## src/include/lsab_settings.svh

```systemverilog
`ifndef LSAB_SETTINGS_SVH
`define LSAB_SETTINGS_SVH

// DRAM word address, split into page and in-page offset
`define LSAB_ADDR_W 32
`define LSAB_PAGE_W 20
`define LSAB_OFFSET_W 12

// block length and word counters, a block holds 1 to 63 words
`define LSAB_LEN_W 6

// four section buffers on the host side
`define LSAB_SECTION_W 2

`define LSAB_DATA_W 16

// words per section buffer
`define LSAB_BUF_DEPTH 64

`endif
```

## src/rtl/lsab_pkg.sv

```systemverilog
`include "lsab_settings.svh"

package lsab_pkg;

  typedef logic [`LSAB_PAGE_W-1:0] page_t;
  typedef logic [`LSAB_OFFSET_W-1:0] offset_t;
  typedef logic [`LSAB_LEN_W-1:0] len_t;
  typedef logic [`LSAB_SECTION_W-1:0] section_t;
  typedef logic [`LSAB_DATA_W-1:0] word_t;

  // a DRAM address is handled both as one flat word and as page plus offset
  typedef union packed {
    logic [`LSAB_ADDR_W-1:0] flat;
    struct packed {
      page_t   page;
      offset_t offset;
    } fields;
  } dram_addr_u;

  // command sequencer states
  typedef enum logic [1:0] {
    seq_idle,
    seq_latch,
    seq_size,
    seq_move
  } seq_state_t;

endpackage

```

## src/rtl/lsab_dram_top.sv

```systemverilog
`timescale 1ns/100ps
`include "lsab_settings.svh"

module lsab_dram_top (
  input  logic                    CLK,
  input  logic                    RST,
  input  logic                    go,
  input  lsab_pkg::dram_addr_u    new_addr,
  input  lsab_pkg::len_t          block_length,
  input  lsab_pkg::section_t      new_section,
  input  logic                    buf_wr_en,
  input  lsab_pkg::section_t      buf_wr_section,
  input  lsab_pkg::len_t          buf_wr_index,
  input  lsab_pkg::word_t         buf_wr_data,
  input  logic                    page_ack,
  output logic                    ready,
  output lsab_pkg::dram_addr_u    old_addr,
  output logic                    page_req,
  output lsab_pkg::page_t         page_out,
  output logic                    dram_wr_en,
  output logic [`LSAB_ADDR_W-1:0] dram_wr_addr,
  output lsab_pkg::word_t         dram_wr_data
);
  import lsab_pkg::*;

  logic align_req;
  logic align_grant;
  page_t page_addr;
  logic blk_issue;
  page_t blk_page;
  offset_t blk_offset;
  len_t blk_count;
  section_t blk_section;
  logic blk_working;
  len_t blk_sent;
  section_t rd_section;
  len_t rd_index;
  word_t rd_data;

  block_sequencer u_sequencer (
    .CLK          (CLK),
    .RST          (RST),
    .go           (go),
    .new_addr     (new_addr),
    .block_length (block_length),
    .new_section  (new_section),
    .align_grant  (align_grant),
    .blk_working  (blk_working),
    .blk_sent     (blk_sent),
    .ready        (ready),
    .old_addr     (old_addr),
    .align_req    (align_req),
    .page_addr    (page_addr),
    .blk_issue    (blk_issue),
    .blk_page     (blk_page),
    .blk_offset   (blk_offset),
    .blk_count    (blk_count),
    .blk_section  (blk_section)
  );

  page_aligner u_aligner (
    .CLK         (CLK),
    .RST         (RST),
    .align_req   (align_req),
    .page_addr   (page_addr),
    .page_ack    (page_ack),
    .align_grant (align_grant),
    .page_req    (page_req),
    .page_out    (page_out)
  );

  block_mover u_mover (
    .CLK          (CLK),
    .RST          (RST),
    .blk_issue    (blk_issue),
    .blk_page     (blk_page),
    .blk_offset   (blk_offset),
    .blk_count    (blk_count),
    .blk_section  (blk_section),
    .rd_data      (rd_data),
    .blk_working  (blk_working),
    .blk_sent     (blk_sent),
    .rd_section   (rd_section),
    .rd_index     (rd_index),
    .dram_wr_en   (dram_wr_en),
    .dram_wr_addr (dram_wr_addr),
    .dram_wr_data (dram_wr_data)
  );

  section_buffers u_buffers (
    .CLK            (CLK),
    .buf_wr_en      (buf_wr_en),
    .buf_wr_section (buf_wr_section),
    .buf_wr_index   (buf_wr_index),
    .buf_wr_data    (buf_wr_data),
    .rd_section     (rd_section),
    .rd_index       (rd_index),
    .rd_data        (rd_data)
  );

endmodule

```

## src/rtl/block_sequencer.sv

```systemverilog
`timescale 1ns/100ps
`include "lsab_settings.svh"

module block_sequencer (
  input  logic                 CLK,
  input  logic                 RST,
  input  logic                 go,
  input  lsab_pkg::dram_addr_u new_addr,
  input  lsab_pkg::len_t       block_length,
  input  lsab_pkg::section_t   new_section,
  input  logic                 align_grant,
  input  logic                 blk_working,
  input  lsab_pkg::len_t       blk_sent,
  output logic                 ready,
  output lsab_pkg::dram_addr_u old_addr,
  output logic                 align_req,
  output lsab_pkg::page_t      page_addr,
  output logic                 blk_issue,
  output lsab_pkg::page_t      blk_page,
  output lsab_pkg::offset_t    blk_offset,
  output lsab_pkg::len_t       blk_count,
  output lsab_pkg::section_t   blk_section
);
  import lsab_pkg::*;

  // number of words in one DRAM page
  localparam logic [`LSAB_OFFSET_W:0] page_span = {1'b1, {`LSAB_OFFSET_W{1'b0}}};

  seq_state_t state;
  dram_addr_u cmd_addr;
  len_t cmd_len;
  section_t cmd_section;
  logic working_prev;
  logic issued;
  logic do_go;
  logic retire;
  logic issue_ok;
  logic [`LSAB_OFFSET_W:0] end_sum;
  logic [`LSAB_OFFSET_W:0] room;

  assign ready = (state == seq_idle);
  assign do_go = go && ready;

  // the move is over once working has been seen high and then low
  assign retire = (state == seq_move) && working_prev && !blk_working;

  // one block per command, and only while the mover is fully quiet
  assign issue_ok = align_req && align_grant && !blk_working && !working_prev &&
                    !issued && ((state == seq_size) || (state == seq_move));

  // end of the block relative to the page start, one bit wider than an offset
  assign end_sum = {1'b0, blk_offset} +
                   {{(`LSAB_OFFSET_W + 1 - `LSAB_LEN_W){1'b0}}, cmd_len};
  assign room = page_span - {1'b0, blk_offset};

  always_ff @(posedge CLK)
  begin
    if (!RST)
    begin
      state <= seq_idle;
      align_req <= 1'b0;
      blk_issue <= 1'b0;
      issued <= 1'b0;
      working_prev <= 1'b0;
      old_addr <= '0;
    end
    else
    begin
      working_prev <= blk_working;
      blk_issue <= issue_ok;
      if (issue_ok)
        issued <= 1'b1;

      case (state)
        seq_idle:
        begin
          if (do_go)
          begin
            state <= seq_latch;
            align_req <= 1'b1;
            issued <= 1'b0;
          end
        end
        seq_latch:
          state <= seq_size;
        seq_size:
          state <= seq_move;
        seq_move:
        begin
          if (retire)
          begin
            state <= seq_idle;
            align_req <= 1'b0;
            // return address points just past the last word written
            old_addr.flat <= cmd_addr.flat + `LSAB_ADDR_W'(blk_sent);
          end
        end
        default:
          state <= seq_idle;
      endcase
    end
  end

  // command and block fields
  always_ff @(posedge CLK)
  begin
    if (do_go)
    begin
      cmd_addr <= new_addr;
      cmd_len <= block_length;
      cmd_section <= new_section;
      page_addr <= new_addr.fields.page;
    end

    if (state == seq_latch)
    begin
      blk_page <= cmd_addr.fields.page;
      blk_offset <= cmd_addr.fields.offset;
      blk_section <= cmd_section;
    end

    // clip the block at the end of the page
    if (state == seq_size)
    begin
      if (end_sum > page_span)
        blk_count <= room[`LSAB_LEN_W-1:0];
      else
        blk_count <= cmd_len;
    end
  end

endmodule

```

## src/rtl/block_mover.sv

```systemverilog
`timescale 1ns/100ps
`include "lsab_settings.svh"

module block_mover (
  input  logic                    CLK,
  input  logic                    RST,
  input  logic                    blk_issue,
  input  lsab_pkg::page_t         blk_page,
  input  lsab_pkg::offset_t       blk_offset,
  input  lsab_pkg::len_t          blk_count,
  input  lsab_pkg::section_t      blk_section,
  input  lsab_pkg::word_t         rd_data,
  output logic                    blk_working,
  output lsab_pkg::len_t          blk_sent,
  output lsab_pkg::section_t      rd_section,
  output lsab_pkg::len_t          rd_index,
  output logic                    dram_wr_en,
  output logic [`LSAB_ADDR_W-1:0] dram_wr_addr,
  output lsab_pkg::word_t         dram_wr_data
);
  import lsab_pkg::*;

  page_t cur_page;
  offset_t cur_offset;
  len_t cur_count;
  logic rd_active;
  logic wr_valid;
  len_t wr_count;

  // a read started in one cycle returns its word in the next, where it is written
  assign blk_working = rd_active || wr_valid;
  assign blk_sent = wr_count;

  assign dram_wr_en = wr_valid;
  assign dram_wr_data = rd_data;
  assign dram_wr_addr = {cur_page, cur_offset + offset_t'(wr_count)};

  always_ff @(posedge CLK)
  begin
    if (!RST)
    begin
      rd_active <= 1'b0;
      wr_valid <= 1'b0;
      rd_index <= '0;
      wr_count <= '0;
    end
    else if (blk_issue)
    begin
      rd_active <= 1'b1;
      wr_valid <= 1'b0;
      rd_index <= '0;
      wr_count <= '0;
    end
    else
    begin
      wr_valid <= rd_active;
      if (rd_active)
      begin
        rd_index <= rd_index + 1'b1;
        if (rd_index == cur_count - len_t'(1))
          rd_active <= 1'b0;
      end
      if (wr_valid)
        wr_count <= wr_count + 1'b1;
    end
  end

  // block fields are held for the whole move
  always_ff @(posedge CLK)
  begin
    if (blk_issue)
    begin
      cur_page <= blk_page;
      cur_offset <= blk_offset;
      cur_count <= blk_count;
      rd_section <= blk_section;
    end
  end

endmodule

```

## src/rtl/page_aligner.sv

```systemverilog
`timescale 1ns/100ps

module page_aligner (
  input  logic            CLK,
  input  logic            RST,
  input  logic            align_req,
  input  lsab_pkg::page_t page_addr,
  input  logic            page_ack,
  output logic            align_grant,
  output logic            page_req,
  output lsab_pkg::page_t page_out
);
  import lsab_pkg::*;

  localparam logic [1:0] al_idle = 2'd0;
  localparam logic [1:0] al_wait_ack = 2'd1;
  localparam logic [1:0] al_wait_rel = 2'd2;
  localparam logic [1:0] al_grant = 2'd3;

  logic [1:0] state;
  page_t open_page;
  logic open_valid;
  logic page_hit;

  assign page_hit = open_valid && (open_page == page_addr);

  assign align_grant = (state == al_grant);
  assign page_req = (state == al_wait_ack);

  always_ff @(posedge CLK)
  begin
    if (!RST)
    begin
      state <= al_idle;
      open_valid <= 1'b0;
    end
    else
    begin
      case (state)
        al_idle:
        begin
          if (align_req)
          begin
            if (page_hit)
              state <= al_grant;
            // a new request waits until the previous ack has been released
            else if (!page_ack)
            begin
              state <= al_wait_ack;
              open_valid <= 1'b0;
            end
          end
        end
        al_wait_ack:
        begin
          if (page_ack)
            state <= al_wait_rel;
        end
        al_wait_rel:
        begin
          if (!page_ack)
          begin
            state <= al_grant;
            open_valid <= 1'b1;
          end
        end
        al_grant:
        begin
          if (!align_req)
            state <= al_idle;
        end
        default:
          state <= al_idle;
      endcase
    end
  end

  always_ff @(posedge CLK)
  begin
    if ((state == al_idle) && align_req && !page_hit && !page_ack)
      page_out <= page_addr;
    if ((state == al_wait_rel) && !page_ack)
      open_page <= page_out;
  end

endmodule

```

## src/rtl/section_buffers.sv

```systemverilog
`timescale 1ns/100ps
`include "lsab_settings.svh"

module section_buffers (
  input  logic               CLK,
  input  logic               buf_wr_en,
  input  lsab_pkg::section_t buf_wr_section,
  input  lsab_pkg::len_t     buf_wr_index,
  input  lsab_pkg::word_t    buf_wr_data,
  input  lsab_pkg::section_t rd_section,
  input  lsab_pkg::len_t     rd_index,
  output lsab_pkg::word_t    rd_data
);
  import lsab_pkg::*;

  localparam int unsigned num_sections = 1 << `LSAB_SECTION_W;

  // one row per section, the host fills a section before it names it in a command
  word_t mem [0:num_sections-1][0:`LSAB_BUF_DEPTH-1];

  always_ff @(posedge CLK)
  begin
    if (buf_wr_en)
      mem[buf_wr_section][buf_wr_index] <= buf_wr_data;
  end

  // registered read, the word appears one cycle after its index
  always_ff @(posedge CLK)
  begin
    rd_data <= mem[rd_section][rd_index];
  end

endmodule

```

## config.mk

```make
export PLATFORM = sky130hd
export DESIGN_NAME = lsab_dram_top
export DESIGN_NICKNAME = d
export VERILOG_FILES = /design/src/rtl/lsab_pkg.sv /design/src/rtl/lsab_dram_top.sv /design/src/rtl/block_sequencer.sv /design/src/rtl/block_mover.sv /design/src/rtl/page_aligner.sv /design/src/rtl/section_buffers.sv
export VERILOG_INCLUDE_DIRS = /design/src /design/src/include
export SDC_FILE = /design/constraint.sdc
export NUM_CORES = 2
export LEC_CHECK = 0
export BUFFER_PORTS_ARGS = -buffer_cell sky130_fd_sc_hd__buf_4
export CAP_MARGIN = 10
export CORE_MARGIN = 1
export CORE_UTILIZATION = 53
export CTS_CLUSTER_DIAMETER = 30
export CTS_CLUSTER_SIZE = 12
export DETAILED_ROUTE_END_ITERATION = 16
export PLACE_DENSITY = 0.68
export REMOVE_ABC_BUFFERS = 1
export SLEW_MARGIN = 20
export SYNTH_ARGS = -nofsm -noshare
export SYNTH_HDL_FRONTEND = slang
export SYNTH_SLANG_ARGS = --single-unit
```

## constraint.sdc

```tcl
create_clock -name CLK -period 5.3 [get_ports CLK]
set_input_delay 0.795 -clock CLK [delete_from_list [all_inputs] [get_ports CLK]]
set_output_delay 0.795 -clock CLK [all_outputs]
set_load 0.005 [all_outputs]
```

Word-level counts from Yosys, hierarchy flattened
Memory sizes are Yosys's and may differ from the RTL's. A register that Yosys moved wholly into a read port is not among the register bits.
Index checks and enable logic that the tools add are counted.
Storage, ports and cells
  RAM bits: 4096
  memories kept: 1
  register bits after elaboration: 251
Operators by class
  reduce and logical (&&, ||, !) cells: 31
  bitwise gates (word level): 3
  order comparisons: 4
  equal/unequal tests: 17
  add/subtract/negate cells: 7
  mux-type cells: 33
Memories
  u_buffers.mem: words 4, width 1024, rd ports 1, clocked after memory_dff 1, write ports 1, RTL line section_buffers.sv:19  | word_t mem [0:num_sections-1][0:`LSAB_BUF_DEPTH-1];
Operators by type and width (count)
  $mux W1024: 1
  $bmux W16 S6: 1
  $demux W16 S6: 1
  $mux W16: 3
  $add A32 B6 Y32: 1
  $eq A20 B20 Y1: 1
  $mux W2: 9
  $pmux W2 S4: 2
  $ge A7 B7 Y1 const B: 2
  $logic_and A1 B1 Y1: 14
  $ne A2 B2 Y1 const B: 7
  $not A6 Y7: 2
  $add A12 B6 Y13: 1
  $gt A13 B13 Y1 const B: 1
  $mux W1: 13
  $add A12 B6 Y12: 1
  $add A6 B1 Y6 const B: 2
  $reduce_and A5 Y1: 2
  $eq A2 B2 Y1 const B: 4
  $lt A7 B1 Y1 const B: 1
  $eq A6 B6 Y1: 1
  $mux W6: 1
  $sub A1 B6 Y6 const A: 1
  $sub A6 B1 Y6 const B: 1
  other kinds (12): 22

Depth between registers and ports, before layout
  word-level depth: 9
  depth in mapped cells: 13

Modules after synthesis
Synthesis repeated with hierarchy kept, for this count alone.
Second synthesis, totals
  cell total of the unflattened synthesis: 8101
  area, all modules: 168539.1 um2
By module, submodules not included
  section_buffers: times used 1, seq. area each 123318.3 um2, cells each 7371, area each 158997.5 um2
  block_sequencer: times used 1, seq. area each 3163.0 um2, cells each 422, area each 5257.5 um2
  block_mover: times used 1, seq. area each 1481.4 um2, cells each 201, area each 2560.0 um2
  page_aligner: times used 1, seq. area each 1261.2 um2, cells each 107, area each 1724.2 um2

Worst setup path after synthesis
No wires, ideal clock.
  path type: input -> register
  start point: input port buf_wr_index[1]
  end point: memory u_buffers.mem[0][80] (netlist name) (enable)
  setup slack: 2.429 ns
  setup time: 0.388 ns
  data required time: 4.912 ns
  buffers on the path: 1
  cell stages on the path: 4
  arrival: 2.483 ns
  cells stage by stage: clkbuf_1 -> nor3b_1 -> nand2_1 -> nor2_1
Between the ends
  cells in the longest elaborated chain, start to end: 6
  elaborated cells between the ends (all ways): 7
  classes of those cells: 2 x order compare; 3 x mux; 1 x bitwise; 1 x reduce/logical
Ends and longest elaborated chain
  from (decl): RTL line lsab_dram_top.sv:13  | input lsab_pkg::len_t buf_wr_index,
  $not A6 Y7 (implied by the code) *: RTL line section_buffers.sv:24  | mem[buf_wr_section][buf_wr_index] <= buf_wr_data;
  $ge A7 B7 Y1 (implied by the code) / $lt A7 B1 Y1 (equally long branches): RTL line section_buffers.sv:24
  $logic_and A1 B1 Y1 (implied by the code): RTL line section_buffers.sv:24
  $mux W16 (implied by the code): RTL line section_buffers.sv:24
  $demux W16 S6 *: RTL line section_buffers.sv:24
  $mux W1024 (implied by the code) *: RTL line section_buffers.sv:24
  to (decl): RTL line section_buffers.sv:19
Every way passes the cells marked *; elsewhere a longest branch is shown, timed or not.

==> metrics <==
clock share of power=55.3%; CP endpoint=u_buffers.rd_data[1]; Synth top area share=76.7%; Setup Buffers After CTS=0; predominant post-synthesis flop cell=edfxtp_1; fin crit period=4.77 ns; Final Hold Fails=0; max cap viols=0; sw frac=21.4%; Mapped Cells=7,947; syn_area_per_cell=21.0 µm²; Initial Utilization=53.4%; routed vias=89.5k; buffering stage count on the worst path with inverters included=2; core footprint=312,000 µm²; CP cell instances=buf_12 > buf_4 > mux4_2 > a22o_1 > a221oi_1 > o22ai_1 > nor3_1 > a311o_1 > o21ai_0; HPWL Detailed=261,000 µm; synth unique cells=67; clock buffer depth=4; H-tree depth=6; Buffers on Ports=171; Crit Path Max Fanout=28; post-synth top area cell=edfxtp_1; RePlAce Congestion=0.875; largest net degree at the start of global routing=198; FF-to-FF End=u_buffers.rd_data[1]; Worst Hold Class=in -> reg; Slew Viols, Final=0; Final Power=88.9 mW; vias in the first global route=89.4k; Skew-Pair Late Insertion Delay=1.06 ns; main combinational cell family by area after synthesis=multiplexers; Final nets=9,068; Die ar.=317,000 µm²; FMAX=209 MHz; max_slew headroom=14.5%; M1 WL=170,000 µm; met3 wire len=49,500 µm; slowest CP cell=dfxtp_4; Setup crit start kind=register; layout cells sized above 1=29.7%; WL/cell=33.3 µm; Mapped Area=167,000 µm²; Hold Path Depth=1; post-place instance area=175,000 µm²; 1st-pass router iterations=6; CP top delay family=compound AO/OA/AOI/OAI gates; DIE WIDTH=563 µm; adder-cell share of the synthesized area=0.269%; Power Density=440 nW/µm²; Compound-Gate Fraction of Synth Area=4.08%; Final ANT Viol Nets=0; combinational share of power=1.6%; YS warnings=0; DR DRC count=0; ys async rst share=0%; delay of the slowest critical-path stage=1.04 ns; largest cells by area after synthesis=edfxtp_1, mux4_2, mux2i_1, a22oi_1, dfxtp_1; clk root buf=clkbuf_16; Critical Path RT=6.19 ns; maximum vdd drop=354 µV; Setup violations, final=0; first-pass GRT wire length=649,000 µm; DRT iter0 DRCs=12.8k; P&R area growth vs syn=21.2%; grt total ovfl=0; Die Height=563 µm; synthesized flop and latch total=4,329; Worst-Margin Slew=1.27 ns; Worst Clk Skew=0.0715 ns; WP data arrival=5.67 ns; post-synthesis sequential area ratio=77.6%; Worst setup EP type=register; proportion of synthesized area in mux cells=13.8%; Sink Count=4,329; EDFF count, synth=4,256; WP depth=9; I/O pin count=172; initial antenna violation count=34; unrepaired setup endpoints after global routing=no; Overall Global Routing Usage=28.8%; crit path kind=reg -> reg; met2 wire len=219,000 µm; simple-gate portion of the synthesized area=2.07%; floorplan row count=205; DR top layer=met5; Setup TNS Final=0 ns; FF-to-FF setup slack=0.53 ns; Final Cycle Share=90.1%; CTS Buf Count=745; sequential power share=43.1%; CTS tree=yes; Routed WL=459,000 µm; vias per cell=6.50; CTS clk-pin slew, worst paths=0.05 ns; post-synthesis xor/xnor area fraction=0.426%; switching power=19.0 mW; outcome=complete, no violations; P_int=69.9 mW; cell area after layout=202,000 µm²; Register-to-Register Path Depth=9; leakage=66.8 nW
worst register-to-register path: stages, from the launching register on:
cell,delay (ns)
dfxtp_4,1.04
buf_12,0.39
buf_4,0.31
mux4_2,0.55
a22o_1,0.25
a221oi_1,0.38
o22ai_1,0.21
nor3_1,0.90
a311o_1,0.45
o21ai_0,0.14
cells by family after synthesis:
kind of cell / after synthesis
simple gates: 772
buf+inv: 491
compound gates: 971
flops: 4329
xor+xnor: 81
mux: 1269
fa+ha+maj: 34
sequential cells by signal (all words and copies together), names as in the netlist, 2 cells and up, named ones only:
signal                   count
u_aligner.open_page         20
u_aligner.page_out          20
u_aligner.state              2
u_buffers.mem             4096
u_buffers.rd_data           16
u_mover.blk_sent             6
u_mover.cur_count            6
u_mover.cur_offset          12
u_mover.cur_page            20
u_mover.rd_index             6
u_mover.rd_section           2
u_sequencer.blk_count        6
u_sequencer.blk_offset      12
u_sequencer.blk_page        20
u_sequencer.blk_section      2
u_sequencer.cmd_addr        32
u_sequencer.cmd_len          6
u_sequencer.cmd_section      2
u_sequencer.old_addr        32
u_sequencer.state            2
how the worst min path moves through the flow:
stage | slack [ns] | startpoint | endpoint
3_3_place_gp | 0.40 | u_sequencer.blk_page[18] | u_mover.cur_page[18]
3_5_place_dp | 0.41 | u_sequencer.blk_count[1] | u_mover.cur_count[1]
2_1_floorplan | 0.40 | u_sequencer.blk_count[0] | u_mover.cur_count[0]
6_report | 0.1 | buf_wr_data[8] | u_buffers.mem[1][232]
4_1_cts | 0.03 | buf_wr_data[8] | u_buffers.mem[3][232]
5_1_grt | 0.08 | buf_wr_data[8] | u_buffers.mem[3][232]
routing by layer:
metal / GRT usage, % / up-vias
met5: 0 / -
met4: 12.7 / 30
met3: 6.13 / 990
met2: 45.2 / 5858
met1: 39.2 / 47000
li1: - / 35700
per-stage QoR:
step / instances / hold slack (ns) / worst slack (ns) / utilization, %
4_1_cts: 13800 / 0.0304 / 0.564 / 64.7
3_5_place_dp: 12300 / 0.405 / 0.617 / 56.1
2_1_floorplan: 7489 / 0.400 / -44.67 / -
3_3_place_gp: 12300 / 0.401 / 0.593 / 56.1
6_report: 13800 / 0.0953 / 0.525 / 64.7
5_1_grt: 13800 / 0.0774 / 0.527 / 64.7
cells in the mapped netlist (30+ instances only):
cell and n:
mux4_2 823, nand3_1 56, a22o_1 30, a221o_1 30
a221oi_1 146, xnor2_1 50, ha_1 31, nand2_1 156
dfxtp_1 73, a211oi_1 38, a22oi_1 254, buf_2 102
inv_1 31, a21oi_1 206, buf_4 48, buf_6 66
nor3_1 69, mux2i_1 408, o21ai_0 118, mux2_2 38
xor2_1 31, clkbuf_1 202, nor2_1 350, edfxtp_1 4256
layout by cell type (no fill, tap or decap), types with 20 or more instances in the layout:
master            n
clkbuf_1         63
ha_1             30
inv_1            30
inv_6            64
a22o_1           30
mux2i_1         408
nor3_1           67
a22oi_1         254
buf_4           615
clkinvlp_4       88
o22ai_1          20
clkbuf_16       748
dlygate4sd3_1    40
xor2_1           31
nor2_1          341
clkinv_2        120
bufinv_16       105
dfxtp_1          66
o21ai_0         117
clkinv_4         62
a21oi_1         205
mux4_2          823
xnor2_1          50
nand2_1         154
nand3_1          56
clkinv_1         78
buf_12           55
a221o_1          30
a211oi_1         38
o211ai_1         22
a221oi_1        146
edfxtp_1       4256
nand4_1          22
clkinv_16        28
mux2_2           38
power by group through the flow:
| stage | Clock, mW | Sequential [mW] | Combinational, mW |
|---|---|---|---|
| after global routing | 50.9 | 38.3 | 1.55 |
| after floorplan | 0 | 38.8 | 0.456 |
| after detailed placement | 0 | 38.9 | 1.42 |
| after CTS | 49.5 | 38.3 | 1.45 |
| after global placement | 0 | 38.9 | 1.34 |
| final | 49.1 | 38.3 | 1.46 |
cell type report:
cell class | instances | area (µm²)
clock inverters | 581 | 7200
inverters | 33 | 128
diodes | 16 | 40.0
clock buffers | 816 | 19000
multi-input cells | 3127 | 34700
well taps | 4140 | 5180
fillers | 19900 | 110000
flip-flops and latches | 4329 | 129000
repair buffers | 729 | 6420
timing repair:
action,4_1_cts,5_1_grt
resized for setup,0,0
hold buffers,40,0
endpoints found under the hold margin,40,0
No activity file was read; power rests on OpenSTA's default activity.
